<file path="src/hw/io_bedrock_defs.svh">
// width macros for the uncached IO path, included by the package and every RTL file
`ifndef IO_BEDROCK_DEFS_SVH
`define IO_BEDROCK_DEFS_SVH

// physical address bits carried in every header
`define IO_PADDR_WIDTH 16

// agent identifiers
`define IO_LCE_ID_WIDTH 4
`define IO_CCE_ID_WIDTH 4

// domain id stamped on forward messages
`define IO_DID_WIDTH 3

// one beat per message
`define IO_DATA_WIDTH 64

// size code n means 2**n bytes, so 1 to 8 bytes
`define IO_SIZE_WIDTH 2

// endpoint register bank depth, in 64-bit words
`define IO_REG_WORDS 16

`endif

</file>
<file path="src/hw/io_bedrock_pkg.sv">
// message types and header layouts shared by the LCE and IO channels of the uncached path
`include "io_bedrock_defs.svh"

package io_bedrock_pkg;

  // LCE request kinds
  typedef enum logic [0:0] {
    e_bedrock_req_uc_rd = 1'b0,
    e_bedrock_req_uc_wr = 1'b1
  } lce_req_type_e;

  // LCE command kinds sent back to the cache side
  typedef enum logic [0:0] {
    e_bedrock_cmd_uc_data    = 1'b0,
    e_bedrock_cmd_uc_st_done = 1'b1
  } lce_cmd_type_e;

  // used by both forward and reverse IO headers
  typedef enum logic [0:0] {
    e_bedrock_mem_uc_rd = 1'b0,
    e_bedrock_mem_uc_wr = 1'b1
  } mem_msg_type_e;

  typedef struct packed {
    lce_req_type_e                msg_type;
    logic [`IO_PADDR_WIDTH-1:0]   addr;
    logic [`IO_SIZE_WIDTH-1:0]    size;
    logic [`IO_LCE_ID_WIDTH-1:0]  src_id;
  } lce_req_header_s;

  // src_id here is the CCE that answers
  typedef struct packed {
    lce_cmd_type_e                msg_type;
    logic [`IO_PADDR_WIDTH-1:0]   addr;
    logic [`IO_SIZE_WIDTH-1:0]    size;
    logic [`IO_LCE_ID_WIDTH-1:0]  dst_id;
    logic [`IO_CCE_ID_WIDTH-1:0]  src_id;
  } lce_cmd_header_s;

  typedef struct packed {
    mem_msg_type_e                msg_type;
    logic [`IO_PADDR_WIDTH-1:0]   addr;
    logic [`IO_SIZE_WIDTH-1:0]    size;
    logic [`IO_LCE_ID_WIDTH-1:0]  lce_id;
    logic [`IO_DID_WIDTH-1:0]     did;
    logic                         uncached;
  } mem_fwd_header_s;

  // same layout as the forward header, echoed by the endpoint
  typedef struct packed {
    mem_msg_type_e                msg_type;
    logic [`IO_PADDR_WIDTH-1:0]   addr;
    logic [`IO_SIZE_WIDTH-1:0]    size;
    logic [`IO_LCE_ID_WIDTH-1:0]  lce_id;
    logic [`IO_DID_WIDTH-1:0]     did;
    logic                         uncached;
  } mem_rev_header_s;

endpackage

</file>
<file path="src/hw/io_msg_fifo.sv">
// two-entry ready/valid message queue whose header type is set per instance
`timescale 1ns/1ps
`include "io_bedrock_defs.svh"

module io_msg_fifo #(
  parameter type payload_t = logic [7:0]
) (
  input                               clk_i
  , input                             arst_n_i

  // write side
  , input  payload_t                  header_i
  , input        [`IO_DATA_WIDTH-1:0] data_i
  , input                             v_i
  , output logic                      ready_and_o

  // read side
  , output payload_t                  header_o
  , output logic [`IO_DATA_WIDTH-1:0] data_o
  , output logic                      v_o
  , input                             ready_and_i
);

  payload_t                  header_mem [2];
  logic [`IO_DATA_WIDTH-1:0] data_mem   [2];

  logic       wr_ptr;
  logic       rd_ptr;
  logic [1:0] count;
  logic       wr_fire;
  logic       rd_fire;

  // full refuses writes even when a read happens the same cycle
  assign ready_and_o = (count != 2'd2);
  assign v_o         = (count != 2'd0);
  assign wr_fire     = v_i & ready_and_o;
  assign rd_fire     = v_o & ready_and_i;

  assign header_o = header_mem[rd_ptr];
  assign data_o   = data_mem[rd_ptr];

  always_ff @(posedge clk_i or negedge arst_n_i) begin
    if (!arst_n_i) begin
      wr_ptr <= 1'b0;
      rd_ptr <= 1'b0;
      count  <= 2'd0;
    end else begin
      if (wr_fire) begin
        wr_ptr <= ~wr_ptr;
      end
      if (rd_fire) begin
        rd_ptr <= ~rd_ptr;
      end
      case ({wr_fire, rd_fire})
        2'b10:   count <= count + 2'd1;
        2'b01:   count <= count - 2'd1;
        default: count <= count;
      endcase
    end
  end

  // storage
  always_ff @(posedge clk_i) begin
    if (wr_fire) begin
      header_mem[wr_ptr] <= header_i;
      data_mem[wr_ptr]   <= data_i;
    end
  end

  // an unread head entry is never overwritten by a write into a full queue
  a_head_kept: assert property (@(posedge clk_i) disable iff (!arst_n_i)
    (v_o && !ready_and_i) |=> (v_o && $stable(header_o) && $stable(data_o)));

endmodule

</file>
<file path="src/hw/io_reg_endpoint.sv">
// IO endpoint that answers uncached reads and writes from a bank of 64-bit registers
`timescale 1ns/1ps
`include "io_bedrock_defs.svh"

module io_reg_endpoint (
  input                                      clk_i
  , input                                    arst_n_i

  // forward messages in
  , input  io_bedrock_pkg::mem_fwd_header_s  fwd_header_i
  , input        [`IO_DATA_WIDTH-1:0]        fwd_data_i
  , input                                    fwd_v_i
  , output logic                             fwd_ready_and_o

  // reverse messages out
  , output io_bedrock_pkg::mem_rev_header_s  rev_header_o
  , output logic [`IO_DATA_WIDTH-1:0]        rev_data_o
  , output logic                             rev_v_o
  , input                                    rev_ready_and_i
);

  localparam int IDX_W = $clog2(`IO_REG_WORDS);

  logic [`IO_DATA_WIDTH-1:0] regs_q [`IO_REG_WORDS];

  logic [IDX_W-1:0]          idx;
  logic [2:0]                offset;
  logic                      is_wr;
  logic                      fwd_fire;
  logic                      rev_fire;
  logic [7:0]                byte_en;
  logic [`IO_DATA_WIDTH-1:0] size_mask;
  logic [`IO_DATA_WIDTH-1:0] wr_shifted;
  logic [`IO_DATA_WIDTH-1:0] rd_word;

  // word select and byte lane inside the word
  assign idx    = fwd_header_i.addr[3 +: IDX_W];
  assign offset = fwd_header_i.addr[2:0];
  assign is_wr  = (fwd_header_i.msg_type == io_bedrock_pkg::e_bedrock_mem_uc_wr);

  // take a new message when the response slot is free or leaving now
  assign fwd_ready_and_o = ~rev_v_o | rev_ready_and_i;
  assign fwd_fire        = fwd_v_i & fwd_ready_and_o;
  assign rev_fire        = rev_v_o & rev_ready_and_i;

  always_comb begin
    case (fwd_header_i.size)
      2'd0:    size_mask = 64'h0000_0000_0000_00ff;
      2'd1:    size_mask = 64'h0000_0000_0000_ffff;
      2'd2:    size_mask = 64'h0000_0000_ffff_ffff;
      default: size_mask = '1;
    endcase
    // low bytes of the data land at the addressed lanes
    byte_en    = 8'((8'h01 << (4'd1 << fwd_header_i.size)) - 8'h01) << offset;
    wr_shifted = fwd_data_i << {offset, 3'b000};
    rd_word    = (regs_q[idx] >> {offset, 3'b000}) & size_mask;
  end

  // register bank
  always_ff @(posedge clk_i or negedge arst_n_i) begin
    if (!arst_n_i) begin
      for (int w = 0; w < `IO_REG_WORDS; w++) begin
        regs_q[w] <= '0;
      end
    end else if (fwd_fire && is_wr) begin
      for (int b = 0; b < 8; b++) begin
        if (byte_en[b]) begin
          regs_q[idx][b*8 +: 8] <= wr_shifted[b*8 +: 8];
        end
      end
    end
  end

  always_ff @(posedge clk_i or negedge arst_n_i) begin
    if (!arst_n_i) begin
      rev_v_o <= 1'b0;
    end else if (fwd_fire) begin
      rev_v_o <= 1'b1;
    end else if (rev_fire) begin
      rev_v_o <= 1'b0;
    end
  end

  // response payload, header echoes the request
  always_ff @(posedge clk_i) begin
    if (fwd_fire) begin
      rev_header_o.msg_type <= fwd_header_i.msg_type;
      rev_header_o.addr     <= fwd_header_i.addr;
      rev_header_o.size     <= fwd_header_i.size;
      rev_header_o.lce_id   <= fwd_header_i.lce_id;
      rev_header_o.did      <= fwd_header_i.did;
      rev_header_o.uncached <= fwd_header_i.uncached;
      rev_data_o            <= is_wr ? '0 : rd_word;
    end
  end

  // response must not change while rev_q pushes back
  a_rev_stable: assert property (@(posedge clk_i) disable iff (!arst_n_i)
    (rev_v_o && !rev_ready_and_i) |=>
      (rev_v_o && $stable(rev_header_o) && $stable(rev_data_o)));

endmodule

</file>
<file path="src/hw/io_cce.sv">
// IO CCE: turns LCE uncached requests into IO forward messages and IO responses into LCE commands
`timescale 1ns/1ps
`include "io_bedrock_defs.svh"

module io_cce (
  input                                      clk_i
  , input                                    arst_n_i

  , input        [`IO_DID_WIDTH-1:0]         did_i
  , input        [`IO_CCE_ID_WIDTH-1:0]      cce_id_i

  // LCE side, ready/valid
  , input  io_bedrock_pkg::lce_req_header_s  lce_req_header_i
  , input        [`IO_DATA_WIDTH-1:0]        lce_req_data_i
  , input                                    lce_req_v_i
  , output logic                             lce_req_ready_and_o

  , output io_bedrock_pkg::lce_cmd_header_s  lce_cmd_header_o
  , output logic [`IO_DATA_WIDTH-1:0]        lce_cmd_data_o
  , output logic                             lce_cmd_v_o
  , input                                    lce_cmd_ready_and_i

  // IO side, ready/valid
  , input  io_bedrock_pkg::mem_rev_header_s  io_rev_header_i
  , input        [`IO_DATA_WIDTH-1:0]        io_rev_data_i
  , input                                    io_rev_v_i
  , output logic                             io_rev_ready_and_o

  , output io_bedrock_pkg::mem_fwd_header_s  io_fwd_header_o
  , output logic [`IO_DATA_WIDTH-1:0]        io_fwd_data_o
  , output logic                             io_fwd_v_o
  , input                                    io_fwd_ready_and_i
);

  logic req_is_wr;
  logic rev_is_wr;

  assign req_is_wr = (lce_req_header_i.msg_type == io_bedrock_pkg::e_bedrock_req_uc_wr);
  assign rev_is_wr = (io_rev_header_i.msg_type == io_bedrock_pkg::e_bedrock_mem_uc_wr);

  // request to forward message
  always_comb begin
    io_fwd_header_o          = '0;
    io_fwd_header_o.msg_type = req_is_wr ? io_bedrock_pkg::e_bedrock_mem_uc_wr
                                         : io_bedrock_pkg::e_bedrock_mem_uc_rd;
    io_fwd_header_o.addr     = lce_req_header_i.addr;
    io_fwd_header_o.size     = lce_req_header_i.size;
    io_fwd_header_o.lce_id   = lce_req_header_i.src_id;
    io_fwd_header_o.did      = did_i;
    io_fwd_header_o.uncached = 1'b1;
    io_fwd_data_o            = lce_req_data_i;
    io_fwd_v_o               = lce_req_v_i;
    lce_req_ready_and_o      = io_fwd_ready_and_i;
  end

  // reverse message to LCE command
  always_comb begin
    lce_cmd_header_o          = '0;
    lce_cmd_header_o.msg_type = rev_is_wr ? io_bedrock_pkg::e_bedrock_cmd_uc_st_done
                                          : io_bedrock_pkg::e_bedrock_cmd_uc_data;
    lce_cmd_header_o.addr     = io_rev_header_i.addr;
    lce_cmd_header_o.size     = io_rev_header_i.size;
    lce_cmd_header_o.dst_id   = io_rev_header_i.lce_id;
    lce_cmd_header_o.src_id   = cce_id_i;
    lce_cmd_data_o            = io_rev_data_i;
    lce_cmd_v_o               = io_rev_v_i;
    io_rev_ready_and_o        = lce_cmd_ready_and_i;
  end

  // a stalled request must not be withdrawn by the LCE
  a_req_held: assert property (@(posedge clk_i) disable iff (!arst_n_i)
    (lce_req_v_i && !lce_req_ready_and_o) |=> lce_req_v_i);

endmodule

</file>
<file path="src/hw/io_subsystem_top.sv">
// top of the uncached IO path: IO CCE, forward and reverse queues, register endpoint
`timescale 1ns/1ps
`include "io_bedrock_defs.svh"

module io_subsystem_top (
  input                                      clk_i
  , input                                    arst_n_i

  // held steady after reset
  , input        [`IO_DID_WIDTH-1:0]         did_i
  , input        [`IO_CCE_ID_WIDTH-1:0]      cce_id_i

  // LCE request channel
  , input  io_bedrock_pkg::lce_req_header_s  lce_req_header_i
  , input        [`IO_DATA_WIDTH-1:0]        lce_req_data_i
  , input                                    lce_req_v_i
  , output logic                             lce_req_ready_and_o

  // LCE command channel
  , output io_bedrock_pkg::lce_cmd_header_s  lce_cmd_header_o
  , output logic [`IO_DATA_WIDTH-1:0]        lce_cmd_data_o
  , output logic                             lce_cmd_v_o
  , input                                    lce_cmd_ready_and_i
);

  // io_cce to fwd_q
  io_bedrock_pkg::mem_fwd_header_s fwd_header;
  logic [`IO_DATA_WIDTH-1:0]       fwd_data;
  logic                            fwd_v;
  logic                            fwd_ready;

  // fwd_q to endpoint
  io_bedrock_pkg::mem_fwd_header_s q_fwd_header;
  logic [`IO_DATA_WIDTH-1:0]       q_fwd_data;
  logic                            q_fwd_v;
  logic                            q_fwd_ready;

  // endpoint to rev_q
  io_bedrock_pkg::mem_rev_header_s rev_header;
  logic [`IO_DATA_WIDTH-1:0]       rev_data;
  logic                            rev_v;
  logic                            rev_ready;

  // rev_q back to io_cce
  io_bedrock_pkg::mem_rev_header_s q_rev_header;
  logic [`IO_DATA_WIDTH-1:0]       q_rev_data;
  logic                            q_rev_v;
  logic                            q_rev_ready;

  io_cce u_io_cce (
    .clk_i               (clk_i),
    .arst_n_i            (arst_n_i),
    .did_i               (did_i),
    .cce_id_i            (cce_id_i),
    .lce_req_header_i    (lce_req_header_i),
    .lce_req_data_i      (lce_req_data_i),
    .lce_req_v_i         (lce_req_v_i),
    .lce_req_ready_and_o (lce_req_ready_and_o),
    .lce_cmd_header_o    (lce_cmd_header_o),
    .lce_cmd_data_o      (lce_cmd_data_o),
    .lce_cmd_v_o         (lce_cmd_v_o),
    .lce_cmd_ready_and_i (lce_cmd_ready_and_i),
    .io_rev_header_i     (q_rev_header),
    .io_rev_data_i       (q_rev_data),
    .io_rev_v_i          (q_rev_v),
    .io_rev_ready_and_o  (q_rev_ready),
    .io_fwd_header_o     (fwd_header),
    .io_fwd_data_o       (fwd_data),
    .io_fwd_v_o          (fwd_v),
    .io_fwd_ready_and_i  (fwd_ready)
  );

  io_msg_fifo #(.payload_t(io_bedrock_pkg::mem_fwd_header_s)) fwd_q (
    .clk_i       (clk_i),
    .arst_n_i    (arst_n_i),
    .header_i    (fwd_header),
    .data_i      (fwd_data),
    .v_i         (fwd_v),
    .ready_and_o (fwd_ready),
    .header_o    (q_fwd_header),
    .data_o      (q_fwd_data),
    .v_o         (q_fwd_v),
    .ready_and_i (q_fwd_ready)
  );

  io_reg_endpoint u_io_reg_endpoint (
    .clk_i           (clk_i),
    .arst_n_i        (arst_n_i),
    .fwd_header_i    (q_fwd_header),
    .fwd_data_i      (q_fwd_data),
    .fwd_v_i         (q_fwd_v),
    .fwd_ready_and_o (q_fwd_ready),
    .rev_header_o    (rev_header),
    .rev_data_o      (rev_data),
    .rev_v_o         (rev_v),
    .rev_ready_and_i (rev_ready)
  );

  io_msg_fifo #(.payload_t(io_bedrock_pkg::mem_rev_header_s)) rev_q (
    .clk_i       (clk_i),
    .arst_n_i    (arst_n_i),
    .header_i    (rev_header),
    .data_i      (rev_data),
    .v_i         (rev_v),
    .ready_and_o (rev_ready),
    .header_o    (q_rev_header),
    .data_o      (q_rev_data),
    .v_o         (q_rev_v),
    .ready_and_i (q_rev_ready)
  );

endmodule

</file>
<file path="config.mk">
export PLATFORM = sky130hd
export DESIGN_NAME = io_subsystem_top
export DESIGN_NICKNAME = d
export VERILOG_FILES = /design/src/hw/io_bedrock_pkg.sv /design/src/hw/io_msg_fifo.sv /design/src/hw/io_reg_endpoint.sv /design/src/hw/io_cce.sv /design/src/hw/io_subsystem_top.sv
export VERILOG_INCLUDE_DIRS = /design/src /design/src/hw
export SDC_FILE = /design/constraint.sdc
export NUM_CORES = 2
export LEC_CHECK = 0
export BUFFER_PORTS_ARGS = -buffer_cell sky130_fd_sc_hd__buf_2
export CORE_MARGIN = 8
export CORE_UTILIZATION = 45
export DETAILED_ROUTE_END_ITERATION = 6
export PLACE_DENSITY_LB_ADDON = 0.1
export SYNTH_ARGS = -nofsm -noshare
export SYNTH_HDL_FRONTEND = slang
export SYNTH_SLANG_ARGS = --single-unit
export TNS_END_PERCENT = 50
</file>
<file path="constraint.sdc">
create_clock -name clk_i -period 5.4 [get_ports clk_i]
set_input_delay 0.27 -clock clk_i [delete_from_list [all_inputs] [get_ports clk_i]]
set_output_delay 0.27 -clock clk_i [all_outputs]
set_load 0.01 [all_outputs]
</file>
==> flow_summary.json <==
{
  "cpPeakStageDelay_ns": 0.80,
  "p_per_area_mw_per_mm2": 646,
  "yosys.area_share.simple": 0.140,
  "gp_congestion": 0.882,
  "die-area_mm2": 0.158,
  "synth-seq-cells": 1468,
  "synth_ff_type": "dfrtp_1",
  "synth_cell_types": 70,
  "synthTopCellsByCount": "nand2_1, dfrtp_1, mux2_2",
  "first_pass_iters": 6,
  "drive_gt1_frac": 0.234,
  "pre_cts_slack_ns": 0.817,
  "worst_ep_required_time_ns": 6.05,
  "async_flop_share": 0.704,
  "grt_max_degree": 145,
  "crit_arrival_ns": 5.20,
  "path_cells": "mux2i_4, inv_2, nand2_2, buf_4, a21oi_1, nor4_1, buf_4, mux2i_1, o21ai_0, a21o_1",
  "peakVddDrop_mv": 0.417,
  "yosysTopAreaCellShare": 0.394,
  "period_share": 0.843,
  "initial_utilization": 0.452,
  "period_minus_slack_ns": 4.55,
  "min_path_type": "in2async",
  "wl_per_cell_um": 24.2,
  "worst_slew_pin_slew_ns": 1.39,
  "crit_family": "simple AND/OR/NAND/NOR gates",
  "timing.setup.tns_ns": 0,
  "ioPinCount": 191,
  "fp.coreArea_mm2": 0.145,
  "seq_area_mm2": 0.0389,
  "first_iter_violations": 3617,
  "fillCellCount": 12961,
  "cp-start-kind": "register",
  "grt-ovfl-total": 0,
  "die_x_um": 398,
  "synthAdderAreaFrac": 0.000381,
  "synth_nets": 5930,
  "power_uw": 48700,
  "endpoint_kind": "register",
  "grt_use_total": 0.245,
  "grt_pass1_wl_um": 294000,
  "drc": 0,
  "synthTopCellsByArea": "dfrtp_1, edfxtp_1, mux2_2, nand2_1, o21ai_0",
  "postCtsSetupBuffers": 0,
  "clock_latency_ns": 0.80,
  "synth.area.mux_share": 0.152,
  "synth_area_mm2": 0.0657,
  "numCtsBuffers": 160,
  "yosysTopAreaCell": "dfrtp_1",
  "cp_num_buf_inv": 3,
  "drt-total-wl_um": 196000,
  "root_buffer": "clkbuf_16",
  "cts_max_level": 4,
  "cts_resized": 0,
  "hold_viol_final": 0,
  "die_height_um": 398,
  "p_leak_uw": 0.0324,
  "yosysSeqAreaShare": 0.593,
  "finalWorstSetupSlack_ns": 0.850,
  "clock-sinks": 1468,
  "cts.clk_slew.worst_paths_ns": 0.06,
  "port_buffers": 179,
  "grt_antenna_before_repair": 4,
  "cts_buffer_depth": 3,
  "skew_ns": 0.0376,
  "cts_tree": "done",
  "fmax_mhz": 220,
  "hpwl_um": 130000,
  "rsz0062_at_grt": "false",
  "cpMaxStageDelayCell": "dfrtp_4",
  "antenna_left": 0,
  "multi_input_area_mm2": 0.0250,
  "crit_top_cell": "buf_4",
  "slew-limit-headroom": 0.0716,
  "drv_cap": 0,
  "setup_viol": 0,
  "synth_most_common_cell": "nand2_1",
  "synth_compound_area_frac": 0.0857,
  "syn_area_per_cell_um2": 11.3,
  "row_count": 140,
  "synth_xor_area_frac": 0.00133,
  "synth_top_family_by_area": "multiplexers",
  "crit_path_max_fanout": 25,
  "status": "completed",
  "vias_per_cell": 5.61,
  "slew_viol_final": 0,
  "num-nets-final": 6165,
  "first_global_vias": 44637,
  "vias": 45495,
  "synthCells": 5830,
  "synth_edf_count": 435,
  "ys_warn_count": 0,
  "path_class": "reg2reg",
  "area_growth_pct": 14.9
}
==> cell usage in the layout, fill, tap and decap left out, types with 8 or more instances in the layout <==
cell type,instances
or3_1,9
nor3_4,22
nand2_2,36
a21oi_1,373
nor4_1,30
nor3_1,12
clkinv_1,13
inv_2,8
buf_12,19
clkbuf_1,28
clkbuf_8,38
mux4_2,62
a211oi_1,57
nor2_1,250
mux2_2,627
clkbuf_16,162
and2_1,10
buf_2,178
nor2b_1,39
clkinv_2,20
nand4_1,18
bufinv_16,11
o22a_1,13
nand3_1,374
edfxtp_1,435
o21ai_0,423
mux2_1,12
mux2i_1,125
nor3_2,8
nor2_2,15
o21ai_1,16
dfrtp_1,1031
buf_4,185
o22ai_1,12
a221oi_1,8
a32oi_1,10
dlygate4sd3_1,90
a22oi_1,35
nand2_1,1253
==> where the power goes <==
part           switching, uW  internal (uW)  total, uW
Combinational          13200           6450      19600
Sequential              1870          16000      17900
Clock                   4630           6590      11200
Total                  19700          29000      48700
==> stage by stage <==
step / hold slack (ns) / utilization / cells / instance area (um^2)
floorplan: -0.0256 / - / 5830 / 65700
global placement: 0.384 / 0.476 / 7730 / 69100
detailed placement: 0.383 / 0.476 / 7730 / 69100
CTS: 0.0961 / 0.520 / 8109 / 75400
global route: 0.128 / 0.520 / 8109 / 75400
finish: 0.0742 / 0.520 / 8110 / 75400
==> metal layers <==
| metal | routed length, um | GRT usage | vias up |
|---|---|---|---|
| met5 | 0 | 0 | - |
| met4 | 6640 | 0.0806 | 0 |
| met3 | 10000 | 0.0378 | 302 |
| met1 | 87200 | 0.343 | 22999 |
| li1 | - | - | 21060 |
| met2 | 92100 | 0.392 | 1134 |
==> cell families after synthesis <==
logic type	Yosys count
simple gates	2101
flops	1468
compound gates	1003
mux	834
buf+inv	412
xor+xnor	10
fa+ha+maj	2
==> state kept, by name (all words and copies together) (netlist names) <==
signal / flops
u_io_reg_endpoint.regs_q: 1024
fwd_q.data_mem: 128
rev_q.data_mem: 128
u_io_reg_endpoint.rev_data_o: 64
fwd_q.header_mem: 46
rev_q.header_mem: 46
u_io_reg_endpoint.rev_header_o: 23
fwd_q.count: 2
rev_q.count: 2
fwd_q.rd_ptr: 1
fwd_q.wr_ptr: 1
rev_q.rd_ptr: 1
rev_q.wr_ptr: 1
u_io_reg_endpoint.rev_v_o: 1
==> path summary, 6_finish.rpt <==
check	cells past startpoint	to	from	slack [ns]
min in group clk_i	2	fwd_q.data_mem[0][62]$_DFFE_PP_	lce_req_data_i[62]	0.20
max	10	u_io_reg_endpoint.rev_data_o[2]$_SDFFCE_PP0P_	fwd_q.rd_ptr$_DFFE_PN0P_	0.85
min reg2reg	0	rev_q.data_mem[1][14]$_DFFE_PP_	u_io_reg_endpoint.rev_data_o[14]$_SDFFCE_PP0P_	0.44
max in group asynchronous	3	u_io_reg_endpoint.regs_q[115]$_DFFE_PN0P_	arst_n_i	3.89
min	2	u_io_reg_endpoint.regs_q[321]$_DFFE_PN0P_	arst_n_i	0.07
max reg2reg	10	u_io_reg_endpoint.rev_data_o[2]$_SDFFCE_PP0P_	fwd_q.rd_ptr$_DFFE_PN0P_	0.85
==> area by class of cell <==
cell class,instances,area share
sequential,1468,0.516
tap,1917,0.0318
timing repair buffer,473,0.0474
antenna,1,0.0000332
clock buffer,228,0.0621
clock inverter,61,0.0101
inverter,12,0.000862
multi-input combinational,3950,0.332
==> repair_timing <==
action / 4_1_cts / 5_1_grt
endpoints found under the setup margin: 0 / 0
hold buffers: 90 / 0
hold endpoints to repair: 270 / 0
No activity file was read; power rests on OpenSTA's default activity.
